File: src/alloc_bus_pkg.sv
package alloc_bus_pkg;

    // free region: start block address and length in blocks
    typedef struct packed {
        logic [15:0] len;
        logic [31:0] addr;
    } ptr_desc_t;

    typedef struct packed {
        logic [15:0] size;
    } alloc_req_t;

    typedef struct packed {
        logic        failed;
        logic [31:0] ptr;
    } alloc_resp_t;

    // size in bytes, as given to the matching allocation
    typedef struct packed {
        logic [31:0] ptr;
        logic [15:0] size;
    } free_req_t;

endpackage

File: src/alloc_cfg_pkg.sv
package alloc_cfg_pkg;

    // page class plus four size classes
    localparam int CLASS_COUNT = 5;

    typedef logic [2:0] class_idx_t;

    // blocks per unit of classes 1 to 4
    localparam logic [15:0] CLASS_BLOCKS [1:4] = '{16'd1, 16'd2, 16'd4, 16'd8};

    // smallest class that fits the size, 0 when the size is too large
    function automatic class_idx_t size_to_class(
        input logic [15:0] size,
        input int unsigned block_bytes
    );
        class_idx_t cls;
        cls = '0;
        for (int c = 4; c >= 1; c--) begin
            if (32'(size) <= 32'(CLASS_BLOCKS[c]) * block_bytes) begin
                cls = class_idx_t'(c);
            end
        end
        return cls;
    endfunction

endpackage
File: src/slab_alloc_top.sv
`timescale 1ns/1ps

module slab_alloc_top
    import alloc_cfg_pkg::*;
    import alloc_bus_pkg::*;
#(
    parameter int          BLOCK_BYTES      = 64,
    parameter int          PAGE_BLOCKS      = 16,
    parameter int          NUM_PAGES        = 8,
    parameter logic [31:0] DATA_BASE        = 32'h100,
    parameter int          QUEUE_DEPTH_BITS = 4
) (
    input  logic        clk,
    input  logic        rst,
    input  alloc_req_t  req,
    input  logic        req_valid,
    output logic        req_ready,
    output alloc_resp_t resp,
    output logic        malloc_valid,
    input  logic        malloc_ready,
    input  free_req_t   free_req,
    input  logic        free_valid,
    output logic        free_ready,
    output logic [31:0] stat_size
);
    logic                        seeded;
    class_idx_t                  pop_class;
    logic                        pop_en;
    ptr_desc_t [CLASS_COUNT-1:0] heads;
    logic [CLASS_COUNT-1:0]      not_empty;
    class_idx_t                  a_push_class;
    ptr_desc_t                   a_push_desc;
    logic                        a_push_valid;
    class_idx_t                  f_push_class;
    ptr_desc_t                   f_push_desc;
    logic                        f_push_valid;
    logic                        f_push_ready;
    logic                        req_fire;
    logic                        free_fire;

    assign req_fire  = req_valid && req_ready;
    assign free_fire = free_valid && free_ready;

    // ---------------------------------------------------------------------
    alloc_engine #(
        .BLOCK_BYTES (BLOCK_BYTES),
        .PAGE_BLOCKS (PAGE_BLOCKS),
        .DATA_BASE   (DATA_BASE)
    ) u_alloc (
        .clk          (clk),
        .rst          (rst),
        .seeded       (seeded),
        .req          (req),
        .req_valid    (req_valid),
        .req_ready    (req_ready),
        .resp         (resp),
        .malloc_valid (malloc_valid),
        .malloc_ready (malloc_ready),
        .pop_class    (pop_class),
        .pop_en       (pop_en),
        .a_push_class (a_push_class),
        .a_push_desc  (a_push_desc),
        .a_push_valid (a_push_valid),
        .heads        (heads),
        .not_empty    (not_empty)
    );

    free_engine #(
        .BLOCK_BYTES (BLOCK_BYTES),
        .PAGE_BLOCKS (PAGE_BLOCKS),
        .NUM_PAGES   (NUM_PAGES),
        .DATA_BASE   (DATA_BASE)
    ) u_free (
        .clk          (clk),
        .rst          (rst),
        .free_req     (free_req),
        .free_valid   (free_valid),
        .free_ready   (free_ready),
        .f_push_class (f_push_class),
        .f_push_desc  (f_push_desc),
        .f_push_valid (f_push_valid),
        .f_push_ready (f_push_ready),
        .seeded       (seeded)
    );

    class_queue_bank #(
        .QUEUE_DEPTH_BITS (QUEUE_DEPTH_BITS)
    ) u_bank (
        .clk          (clk),
        .rst          (rst),
        .pop_class    (pop_class),
        .pop_en       (pop_en),
        .heads        (heads),
        .not_empty    (not_empty),
        .a_push_class (a_push_class),
        .a_push_desc  (a_push_desc),
        .a_push_valid (a_push_valid),
        .f_push_class (f_push_class),
        .f_push_desc  (f_push_desc),
        .f_push_valid (f_push_valid),
        .f_push_ready (f_push_ready)
    );

    usage_stats #(
        .BLOCK_BYTES (BLOCK_BYTES)
    ) u_stats (
        .clk       (clk),
        .rst       (rst),
        .req_size  (req.size),
        .req_fire  (req_fire),
        .free_size (free_req.size),
        .free_fire (free_fire),
        .stat_size (stat_size)
    );

endmodule

File: src/usage_stats.sv
`timescale 1ns/1ps

module usage_stats
    import alloc_cfg_pkg::*;
#(
    parameter int BLOCK_BYTES = 64
) (
    input  logic        clk,
    input  logic        rst,
    input  logic [15:0] req_size,
    input  logic        req_fire,
    input  logic [15:0] free_size,
    input  logic        free_fire,
    output logic [31:0] stat_size
);
    logic [31:0] alloc_bytes;
    logic [31:0] freed_bytes;
    logic        req_counted;
    logic        free_counted;

    // sizes beyond the largest class never hold memory
    assign req_counted  = req_fire && (size_to_class(req_size, BLOCK_BYTES) != '0);
    assign free_counted = free_fire && (size_to_class(free_size, BLOCK_BYTES) != '0);

    always_ff @(posedge clk) begin
        if (rst) begin
            alloc_bytes <= '0;
            freed_bytes <= '0;
            stat_size   <= '0;
        end else begin
            if (req_counted) begin
                alloc_bytes <= alloc_bytes + 32'(req_size);
            end
            if (free_counted) begin
                freed_bytes <= freed_bytes + 32'(free_size);
            end
            stat_size <= alloc_bytes - freed_bytes;
        end
    end

endmodule

File: src/free_engine.sv
`timescale 1ns/1ps

module free_engine
    import alloc_cfg_pkg::*;
    import alloc_bus_pkg::*;
#(
    parameter int          BLOCK_BYTES = 64,
    parameter int          PAGE_BLOCKS = 16,
    parameter int          NUM_PAGES   = 8,
    parameter logic [31:0] DATA_BASE   = 32'h100
) (
    input  logic       clk,
    input  logic       rst,
    input  free_req_t  free_req,
    input  logic       free_valid,
    output logic       free_ready,
    output class_idx_t f_push_class,
    output ptr_desc_t  f_push_desc,
    output logic       f_push_valid,
    input  logic       f_push_ready,
    output logic       seeded
);
    localparam int SEED_W = $clog2(NUM_PAGES + 1);

    typedef enum logic [1:0] {ST_SEED, ST_IDLE, ST_HOLD} state_t;

    state_t            state;
    logic [SEED_W-1:0] seed_cnt;
    class_idx_t        free_class;
    class_idx_t        hold_class;
    ptr_desc_t         seed_desc;
    ptr_desc_t         hold_desc;

    assign free_class     = size_to_class(free_req.size, BLOCK_BYTES);
    assign seed_desc.len  = 16'(PAGE_BLOCKS);
    assign seed_desc.addr = DATA_BASE + 32'(seed_cnt) * 32'(PAGE_BLOCKS);

    assign f_push_valid = (state == ST_SEED) || (state == ST_HOLD);
    assign f_push_class = (state == ST_HOLD) ? hold_class : '0;
    assign f_push_desc  = (state == ST_HOLD) ? hold_desc : seed_desc;

    always_ff @(posedge clk) begin
        if (rst) begin
            state      <= ST_SEED;
            seed_cnt   <= '0;
            seeded     <= 1'b0;
            free_ready <= 1'b0;
        end else begin
            case (state)
                ST_SEED: begin
                    if (f_push_ready) begin
                        if (seed_cnt == SEED_W'(NUM_PAGES - 1)) begin
                            seeded     <= 1'b1;
                            free_ready <= 1'b1;
                            state      <= ST_IDLE;
                        end else begin
                            seed_cnt <= seed_cnt + 1'b1;
                        end
                    end
                end
                ST_IDLE: begin
                    // oversized frees are taken and dropped
                    if (free_valid && free_ready && free_class != '0) begin
                        free_ready <= 1'b0;
                        state      <= ST_HOLD;
                    end
                end
                ST_HOLD: begin
                    if (f_push_ready) begin
                        free_ready <= 1'b1;
                        state      <= ST_IDLE;
                    end
                end
                default: state <= ST_IDLE;
            endcase
        end
    end

    always_ff @(posedge clk) begin
        if (state == ST_IDLE && free_valid && free_ready) begin
            hold_class     <= free_class;
            hold_desc.addr <= free_req.ptr;
            hold_desc.len  <= (free_class == '0) ? 16'd0 : CLASS_BLOCKS[free_class];
        end
    end

endmodule

File: src/alloc_engine.sv
`timescale 1ns/1ps

module alloc_engine
    import alloc_cfg_pkg::*;
    import alloc_bus_pkg::*;
#(
    parameter int          BLOCK_BYTES = 64,
    parameter int          PAGE_BLOCKS = 16,
    parameter logic [31:0] DATA_BASE   = 32'h100
) (
    input  logic                        clk,
    input  logic                        rst,
    input  logic                        seeded,
    input  alloc_req_t                  req,
    input  logic                        req_valid,
    output logic                        req_ready,
    output alloc_resp_t                 resp,
    output logic                        malloc_valid,
    input  logic                        malloc_ready,
    output class_idx_t                  pop_class,
    output logic                        pop_en,
    output class_idx_t                  a_push_class,
    output ptr_desc_t                   a_push_desc,
    output logic                        a_push_valid,
    input  ptr_desc_t [CLASS_COUNT-1:0] heads,
    input  logic [CLASS_COUNT-1:0]      not_empty
);
    typedef enum logic [1:0] {ST_IDLE, ST_DECIDE, ST_POP, ST_PUSH} state_t;

    state_t      state;
    logic [15:0] req_size;
    class_idx_t  dec_class;
    class_idx_t  in_class;
    class_idx_t  chosen;
    logic        fail;
    logic [15:0] units;
    ptr_desc_t   sel_head;
    ptr_desc_t   rem_desc;
    logic        sel_ok;
    logic        rem_valid;
    logic        resp_push;
    logic        resp_room;
    alloc_resp_t resp_in;

    assign dec_class = size_to_class(req_size, BLOCK_BYTES);
    assign sel_head  = heads[chosen];

    // a head outside the data region or longer than a page is dropped
    assign sel_ok = !fail && (sel_head.addr >= DATA_BASE) && (sel_head.len != 16'd0)
                    && (32'(sel_head.len) <= 32'(PAGE_BLOCKS));

    assign pop_class      = chosen;
    assign pop_en         = (state == ST_POP) && !fail;
    assign resp_push      = (state == ST_POP);
    assign resp_in.ptr    = sel_ok ? sel_head.addr : 32'd0;
    assign resp_in.failed = !sel_ok;
    assign a_push_class   = in_class;
    assign a_push_desc    = rem_desc;
    assign a_push_valid   = (state == ST_PUSH) && rem_valid;

    // ---------------------------------------------------------------------
    // request FSM
    always_ff @(posedge clk) begin
        if (rst) begin
            state     <= ST_IDLE;
            req_ready <= 1'b0;
            rem_valid <= 1'b0;
        end else begin
            case (state)
                ST_IDLE: begin
                    if (req_valid && req_ready) begin
                        req_ready <= 1'b0;
                        state     <= ST_DECIDE;
                    end else begin
                        req_ready <= seeded && resp_room;
                    end
                end
                ST_DECIDE: state <= ST_POP;
                ST_POP: begin
                    // keep the rest only if two more units still fit
                    rem_valid <= sel_ok && ({1'b0, sel_head.len - units} >= {units, 1'b0});
                    state     <= ST_PUSH;
                end
                ST_PUSH: begin
                    req_ready <= resp_room;
                    state     <= ST_IDLE;
                end
                default: state <= ST_IDLE;
            endcase
        end
    end

    always_ff @(posedge clk) begin
        if (state == ST_IDLE && req_valid && req_ready) begin
            req_size <= req.size;
        end
        if (state == ST_DECIDE) begin
            in_class <= dec_class;
            // own class first, pages as fallback
            chosen   <= (dec_class != '0 && not_empty[dec_class]) ? dec_class : '0;
            fail     <= (dec_class == '0) || (!not_empty[dec_class] && !not_empty[0]);
            units    <= (dec_class == '0) ? 16'd0 : CLASS_BLOCKS[dec_class];
        end
        if (state == ST_POP) begin
            rem_desc.len  <= sel_head.len - units;
            rem_desc.addr <= sel_head.addr + 32'(units);
        end
    end

    // ---------------------------------------------------------------------
    // response buffer, two entries
    ptr_queue #(
        .payload_t  (alloc_resp_t),
        .DEPTH_BITS (1)
    ) u_resp_buf (
        .clk        (clk),
        .rst        (rst),
        .push_valid (resp_push),
        .push_data  (resp_in),
        .push_ready (resp_room),
        .pop        (malloc_ready),
        .head       (resp),
        .not_empty  (malloc_valid)
    );

endmodule

File: src/class_queue_bank.sv
`timescale 1ns/1ps

module class_queue_bank
    import alloc_cfg_pkg::*;
    import alloc_bus_pkg::*;
#(
    parameter int QUEUE_DEPTH_BITS = 4
) (
    input  logic                        clk,
    input  logic                        rst,
    input  class_idx_t                  pop_class,
    input  logic                        pop_en,
    output ptr_desc_t [CLASS_COUNT-1:0] heads,
    output logic [CLASS_COUNT-1:0]      not_empty,
    input  class_idx_t                  a_push_class,
    input  ptr_desc_t                   a_push_desc,
    input  logic                        a_push_valid,
    input  class_idx_t                  f_push_class,
    input  ptr_desc_t                   f_push_desc,
    input  logic                        f_push_valid,
    output logic                        f_push_ready
);
    logic [CLASS_COUNT-1:0] a_sel;
    logic [CLASS_COUNT-1:0] f_sel;
    logic [CLASS_COUNT-1:0] q_push;
    logic [CLASS_COUNT-1:0] q_ready;
    logic [CLASS_COUNT-1:0] q_pop;
    ptr_desc_t              q_data [CLASS_COUNT];
    logic                   f_clash;

    // the alloc side wins when both push into the same class
    assign f_clash      = a_push_valid && (a_push_class == f_push_class);
    assign f_push_ready = (f_push_class < CLASS_COUNT) && q_ready[f_push_class] && !f_clash;

    for (genvar gv = 0; gv < CLASS_COUNT; gv++) begin : g_class
        assign a_sel[gv]  = a_push_valid && (a_push_class == class_idx_t'(gv));
        assign f_sel[gv]  = f_push_valid && (f_push_class == class_idx_t'(gv));
        assign q_push[gv] = a_sel[gv] || (f_sel[gv] && f_push_ready);
        assign q_data[gv] = a_sel[gv] ? a_push_desc : f_push_desc;
        assign q_pop[gv]  = pop_en && (pop_class == class_idx_t'(gv));

        ptr_queue #(
            .payload_t  (ptr_desc_t),
            .DEPTH_BITS (QUEUE_DEPTH_BITS)
        ) u_queue (
            .clk        (clk),
            .rst        (rst),
            .push_valid (q_push[gv]),
            .push_data  (q_data[gv]),
            .push_ready (q_ready[gv]),
            .pop        (q_pop[gv]),
            .head       (heads[gv]),
            .not_empty  (not_empty[gv])
        );
    end

endmodule

File: src/ptr_queue.sv
`timescale 1ns/1ps

module ptr_queue #(
    parameter type payload_t  = logic [31:0],
    parameter int  DEPTH_BITS = 4
) (
    input  logic     clk,
    input  logic     rst,
    input  logic     push_valid,
    input  payload_t push_data,
    output logic     push_ready,
    input  logic     pop,
    output payload_t head,
    output logic     not_empty
);
    localparam int DEPTH = 1 << DEPTH_BITS;

    payload_t              mem [DEPTH];
    logic [DEPTH_BITS-1:0] rd_ptr;
    logic [DEPTH_BITS-1:0] wr_ptr;
    logic [DEPTH_BITS:0]   count;
    logic                  do_push;
    logic                  do_pop;

    assign not_empty  = (count != '0);
    assign do_pop     = pop && not_empty;
    // a pop in the same cycle frees the slot for a push when full
    assign push_ready = (count != (DEPTH_BITS + 1)'(DEPTH)) || do_pop;
    assign do_push    = push_valid && push_ready;
    assign head       = mem[rd_ptr];

    always_ff @(posedge clk) begin
        if (do_push) begin
            mem[wr_ptr] <= push_data;
        end
    end

    always_ff @(posedge clk) begin
        if (rst) begin
            rd_ptr <= '0;
            wr_ptr <= '0;
            count  <= '0;
        end else begin
            if (do_push) begin
                wr_ptr <= wr_ptr + 1'b1;
            end
            if (do_pop) begin
                rd_ptr <= rd_ptr + 1'b1;
            end
            count <= count + {{DEPTH_BITS{1'b0}}, do_push} - {{DEPTH_BITS{1'b0}}, do_pop};
        end
    end

endmodule

File: config.mk
export PLATFORM = sky130hd
export DESIGN_NAME = slab_alloc_top
export DESIGN_NICKNAME = d
export VERILOG_FILES = /design/src/alloc_bus_pkg.sv /design/src/alloc_cfg_pkg.sv /design/src/slab_alloc_top.sv /design/src/usage_stats.sv /design/src/free_engine.sv /design/src/alloc_engine.sv /design/src/class_queue_bank.sv /design/src/ptr_queue.sv
export SDC_FILE = /design/constraint.sdc
export NUM_CORES = 2
export LEC_CHECK = 0
export BUFFER_PORTS_ARGS = -buffer_cell sky130_fd_sc_hd__buf_4
export CORE_ASPECT_RATIO = 0.5
export CORE_MARGIN = 4
export CORE_UTILIZATION = 60
export CTS_CLUSTER_SIZE = 20
export DETAILED_ROUTE_END_ITERATION = 16
export HOLD_SLACK_MARGIN = 0.06
export PLACE_DENSITY = 0.76
export SYNTH_ARGS = -nofsm -noshare
export SYNTH_HDL_FRONTEND = slang
export SYNTH_SLANG_ARGS = --single-unit
export TNS_END_PERCENT = 100
File: constraint.sdc
create_clock -name clk -period 10 [get_ports clk]
set_clock_uncertainty 0.05 [all_clocks]
set_input_delay 2 -clock clk [delete_from_list [all_inputs] [get_ports clk]]
set_output_delay 2 -clock clk [all_outputs]
set_load 0.01 [all_outputs]
# Yosys cells after proc, flatten, opt, wreduce, memory -nomap -nowiden
# Memories as Yosys holds them, arrays and structs flattened. A register that Yosys moved wholly into a read port is not among the register bits.
# Index checks and enable logic that the tools add are counted.
# Widths: inputs -> output; s select.
[totals]
ff_bits = 283
mem_bits_rw = 3906
romBits = 256
in_bits = 69
output_inout_bits = 68
wordCells = 284
n_memories = 8
[memory_table]
columns = ["name", "words", "width", "read_ports", "rd_clocked_by_memory_dff", "wr", "line", "rtl"]
rows = [
  ["u_bank.g_class[0].u_queue.mem", 16, 48, 1, 1, 1, "ptr_queue.sv:18", "payload_t mem [DEPTH];"],
  ["u_bank.g_class[1].u_queue.mem", 16, 48, 1, 1, 1, "ptr_queue.sv:18", ""],
  ["u_bank.g_class[2].u_queue.mem", 16, 48, 1, 1, 1, "ptr_queue.sv:18", ""],
  ["u_bank.g_class[3].u_queue.mem", 16, 48, 1, 1, 1, "ptr_queue.sv:18", ""],
  ["u_bank.g_class[4].u_queue.mem", 16, 48, 1, 1, 1, "ptr_queue.sv:18", ""],
  ["(name not given)", 8, 16, 1, 1, 0, "free_engine.sv:83", "hold_desc.len <= (free_class == '0) ? 16'd0 : CLASS_BLOCKS[free_class];"],
  ["+2 memories", "n/a", "n/a", "n/a", "n/a", "n/a", "n/a", ""],
]
[op_classes]
n_addsub = 31
order_cmp = 19
n_eq_ne = 30
n_mux = 64
n_bitwise = 3
reduce_logical = 93
[op_table]
columns = ["op", "count"]
rows = [
  ["$mux 48", 7],
  ["$bmux 48 s3", 1],
  ["$add 32x16->32", 3],
  ["$logic_and 1x1->1", 52],
  ["$le 16x10->1 const B", 3],
  ["$le 16x7->1 const B", 3],
  ["$le 16x8->1 const B", 3],
  ["$le 16x9->1 const B", 3],
  ["$add 4x1->4 const B", 11],
  ["$mux 4", 10],
  ["$mux 3", 13],
  ["$ge 32x9->1 const B", 1],
  ["$mux 32", 1],
  ["$sub 32x32->32", 1],
  ["$add 5x1->5", 5],
  ["$ne 5x5->1 const B", 5],
  ["$reduce_bool 5->1", 5],
  ["$sub 5x1->5", 5],
  ["$mux 1", 21],
  ["$eq 3x2->1 const B", 6],
  ["$ge 16x17->1", 1],
  ["$le 16x5->1 const B", 1],
  ["$reduce_bool 16->1", 1],
  ["$sub 16x16->16", 1],
  ["31 further kinds", 77],
]

# Longest topological paths before layout
[depth]
ltp_word = 14
ltp_mapped = 26
mapped_depth_nobuf = 21

# Modules after synthesis
# Synthesis repeated with hierarchy kept, for this count alone.
[hier_totals]
hier_cells = 8497
hier_area_um2 = 168724.3
[modules_own_cells]
columns = ["module", "n_inst", "cells_per_inst", "area_each_um2"]
rows = [
  ["ptr_queue at u_bank.g_class[2].u_queue ...", 3, 1281, 29539.6],
  ["ptr_queue at u_bank.g_class[0].u_queue ...", 2, 1278, 29582.1],
  ["usage_stats", 1, 863, 6761.5],
  ["alloc_engine", 1, 631, 6284.8],
  ["class_queue_bank", 1, 312, 3170.5],
  ["ptr_queue at u_alloc.u_resp_buf", 1, 133, 2642.5],
  ["free_engine", 1, 157, 2069.5],
  ["slab_alloc_top", 1, 2, 12.5],
]

# Worst setup path before layout
# No wires, ideal clock.
[synth_timing]
kind = "flip-flop to flip-flop"
start = "register u_alloc.state[0]"
end = "memory u_bank.g_class[1].u_queue.mem[3][0] (netlist name) (enable)"
setup_ns = 0.513
arrival_time_ns = 7.475
slack_ns = 1.962
path_stages_with_launch = 16
n_path_buf = 3
path_cell_list = "dfxtp_1 inv_1 ha_1 or3b_1 buf_2 o311ai_1 o22ai_1 a221oi_1 o21bai_1 or2_1 clkbuf_1 nor4_1 o21a_1 clkbuf_1 nand2_1 nor3_1"
[synth_between]
elab_chain_len = 14
elab_cells_between_ends = 31
cone_classes = "eq/ne (2); mux (4); reduce/logical (25)"
[synth_lines]
columns = ["item", "line", "rtl"]
rows = [
  ["from (decl)", "alloc_engine.sv:30", "state_t state;"],
  ["from (signal assigned)", "alloc_engine.sv:65", "state <= ST_IDLE;"],
  ["from (signal assigned)", "alloc_engine.sv:73", "state <= ST_DECIDE;"],
  ["from (signal assigned)", "alloc_engine.sv:78", "ST_DECIDE: state <= ST_POP;"],
  ["$eq 2x2->1", "alloc_engine.sv:53", "assign pop_en = (state == ST_POP) && !fail;"],
  ["$logic_and 1x1->1", "alloc_engine.sv:53", ""],
  ["$logic_and 1x1->1", "class_queue_bank.sv:40", "assign q_pop[gv] = pop_en && (pop_class == class_idx_t'(gv));"],
  ["$logic_and 1x1->1", "ptr_queue.sv:26", "assign do_pop = pop && not_empty;"],
  ["$logic_or 1x1->1", "ptr_queue.sv:28", "assign push_ready = (count != (DEPTH_BITS + 1)'(DEPTH)) || do_pop;"],
  ["$bmux 1 s3", "class_queue_bank.sv:33", "assign f_push_ready = (f_push_class < CLASS_COUNT) && q_ready[f_push_class] && !f_clash;"],
  ["$mux 1 (implied by the code)", "class_queue_bank.sv:33", ""],
  ["$logic_and 1x1->1 (2 in a row)", "class_queue_bank.sv:33", ""],
  ["$logic_and 1x1->1", "class_queue_bank.sv:38", "assign q_push[gv] = a_sel[gv] || (f_sel[gv] && f_push_ready);"],
  ["$logic_or 1x1->1", "class_queue_bank.sv:38", ""],
  ["$logic_and 1x1->1 (*)", "ptr_queue.sv:29", "assign do_push = push_valid && push_ready;"],
  ["$mux 1 (*)", "ptr_queue.sv:33", "if (do_push) begin"],
  ["$mux 1 (implied by the code) (*)", "ptr_queue.sv:34", "mem[wr_ptr] <= push_data;"],
  ["to (decl)", "ptr_queue.sv:18", ""],
]
# Every way passes the cells marked *; elsewhere a longest branch is shown, timed or not. The select of a mux whose other input is x is not followed.

==> results_dict.tcl <==
set metrics [dict create \
    cts-resized-gates 0 \
    dr.pass1.iters 7 \
    fin_util 0.666 \
    critPathMaxFanout 62 \
    die_h_um 382 \
    cts_max_level 5 \
    p_total_mw 35.3 \
    synth_edf_count 4020 \
    ant_nets 0 \
    cp_slowest_stage_delay_ns 0.80 \
    crit_chain "buf_4 -> buf_4 -> mux4_2 -> mux2i_1 -> o221ai_1 -> a21oi_1 -> nand4_1 -> o41ai_1 -> nand4_1 -> nor3_2 -> nand3b_2 -> nor2_1" \
    syn_nets 8620 \
    grt_pass1_vias 87200 \
    wl_per_cell_um 37.2 \
    fin_area_sq_um 186000 \
    synth_flop_cell "edfxtp_1" \
    vias 89608 \
    maxCapViolCount 3 \
    layout_commonest_cell "edfxtp_1" \
    syn_area_per_cell_sq_um 20.0 \
    synth.ff_latch_count 4218 \
    hold_buffers 0 \
    final_cell_mix "4,020 x edfxtp_1, 1,032 x mux4_2, 395 x buf_4" \
    synthToLayoutAreaGrowth_pct 10.5 \
    drtIter0Drc 15558 \
    worstHoldEndpoint "u_stats.freed_bytes[8]" \
    cts.sinks 4218 \
    ys_types 95 \
    drive_gt1_frac 0.239 \
    slew_headroom -0.0590 \
    top_usage_layer "met2" \
    use_met3 0.132 \
    clock_path_buffers 4 \
    nets 8966 \
    cts-root-buf "clkbuf_16" \
    design.core.area_sq_um 279000 \
    synth-async-reset-ratio 0 \
    insertion_delay_ns 0.94 \
    crit_type "reg -> reg" \
    fillCellCount 17250 \
    end_kind "flop" \
    peakVddDrop_uv 207 \
    avgViaCountPerCell 6.98 \
    drcViolationCount 0 \
    clock.fmax_ghz 0.141 \
    whs_ns 0.423 \
    met2_usage 0.474 \
    grt_use_met1 0.440 \
    die_area_sq_um 289000 \
    gp_congestion 0.987 \
    placedInstanceArea_sq_um 174000 \
    die_w_um 757 \
    whs_path_depth 2 \
    place_ws_ns 3.26 \
    grt.overflow.total 0 \
    slowest_stage "nand3b_2" \
    finalWorstSetupSlack_ns 2.90 \
    finalHoldViolCount 0 \
    cp_data_arrival_time_ns 7.66 \
    hold_start "u_stats.freed_bytes[8]" \
    finalSetupTns_ns 0 \
    r2r_slack_ns 2.90 \
    clk_pin_slew_ns 0.07 \
    portBuffers 136 \
    reg2reg_to "u_alloc.u_resp_buf.mem[1][29]" \
    synth_area_sq_um 168000 \
    drt-total-wl_um 478000 \
    cts_tree "built" \
    dp_cells 12144 \
    setup_viol 0 \
    final_cells 12834 \
    start_kind "flop" \
    yosys_warnings 0 \
    slew_violations 19 \
    grtUsageTotal 0.331 \
    p_per_area_nw_per_um2 190 \
    ff2ff_path_depth 12 \
    cts_buffers 357 \
    hold_class "reg -> reg" \
    cts_setup_buffers 0 \
    antenna_found_initial 39 \
    synth_cells 8404 \
    period_minus_slack_ns 7.10 \
    boundaryPins 137 \
    worstPathRequired_ns 10.56 \
    grt_setup_unrepaired "false" \
    fp-row-count 137 \
    start_util 0.603 \
    fin_crit_sh 0.710 \
    grt_max_degree 132 \
    outcome "complete, but fails checks" \
    violations "capacitance limit, slew limit" \
    grt_pass1_wl_um 665000 \
    hpwl_um 277000 \
    ys_seq_area_frac 0.741 \
    p_leak_nw 56.2 \
    worstMarginPinSlew_ns 1.57 \
]
[worst max-delay path by stage]
stage | slack, ns | start | depth (start not counted) | endpoint
after CTS | 3.21 | flop | 12 | u_alloc.u_resp_buf.mem[1][29]
final | 2.90 | flop | 12 | u_alloc.u_resp_buf.mem[1][29]
after global routing | 2.88 | flop | 12 | u_alloc.u_resp_buf.mem[1][28]
after floorplan | 1.96 | u_alloc.state[0] | 15 | u_bank.g_class[1].u_queue.mem[3][0]
after detailed placement | 3.26 | flop | 12 | u_alloc.u_resp_buf.mem[0][29]
after global placement | 3.29 | flop | 12 | u_alloc.u_resp_buf.mem[0][29]
[report_power, final]
part / switching, mW / internal (mW) / total, mW / leakage (nW)
Combinational: 1.14 / 0.454 / 1.59 / 13.7
Sequential: 0.125 / 19.6 / 19.7 / 37.0
Clock: 6.38 / 7.63 / 14.0 / 5.56
[registers in the layout (all words and copies together), names as in the netlist, 16 cells and up, named ones only]
register                       cells
u_stats.freed_bytes               32
u_free.hold_desc                  36
u_bank.g_class.u_queue.mem      3840
u_alloc.req_size                  16
u_bank.g_class.u_queue.count      25
u_bank.g_class.u_queue.wr_ptr     20
u_alloc.u_resp_buf.mem            66
u_stats.stat_size                 32
u_stats.alloc_bytes               32
u_alloc.a_push_desc               48
u_bank.g_class.u_queue.rd_ptr     20
[layer usage]
layer  part of all wire  wire [um]
met1               0.34     163000
met2               0.44     210000
met3               0.15      74000
met4              0.064      30700
met5            0.00051        242
[final cells by class]
| cell class | count | area (sq um) | share of cell area |
|---|---|---|---|
| Antenna cell | 50 | 125 | 0.000673 |
| Clock buffer | 459 | 9550 | 0.0514 |
| Clock inverter | 181 | 1860 | 0.0100 |
| Inverter | 131 | 492 | 0.00265 |
| Multi-Input combinational cell | 3637 | 41200 | 0.222 |
| Sequential cell | 4218 | 125000 | 0.671 |
| Tap cell | 3753 | 4700 | 0.0253 |
| Timing Repair Buffer | 405 | 3160 | 0.0170 |
[cell families (layout without fill, tap and decap cells)]
kind of cell,after synthesis,after routing,synth area share
DFF,4218,4218,0.741
muxes,1384,1384,0.162
and+or+nand+nor,1252,1252,0.0361
AOI/OAI and AO/OA,708,708,0.0257
buffers and inverters,549,1176,0.0165
adders and majority gates,147,147,0.0114
xor gates and xnor gates,146,146,0.00760
other,0,50,0
[worst max-delay path: cells and delay by family, from the launching register on]
family          cells  cell delay (ns)
flops               1             0.43
buf+inv             2             1.52
compound gates      3             1.89
mux                 2             0.95
simple gates        5             1.81
[Yosys cell counts, types with 28 or more instances]
cell type  number  area, sq um
and2_1        117          732
o22ai_1        69          432
nor2b_1        75          469
ha_1          137         1710
buf_4          71          533
a21o_1         34          255
nor3_1         56          280
mux2_2         58          653
a211oi_1       28          210
inv_1         129          484
buf_1          30          113
edfxtp_1     4020       121000
dfxtp_1       198         3960
o21ai_0       236         1180
clkbuf_1      154          578
and3_1         35          219
nand3_1        83          415
nand4_1        29          181
buf_2         132          661
xnor2_1        82          718
nand2_1       385         1450
nor2_1        321         1200
a21oi_1       163          816
mux4_2       1032        23200
a22oi_1        39          293
xor2_1         64          561
mux2i_1       273         2730
(Power assumes the default switching activity.)
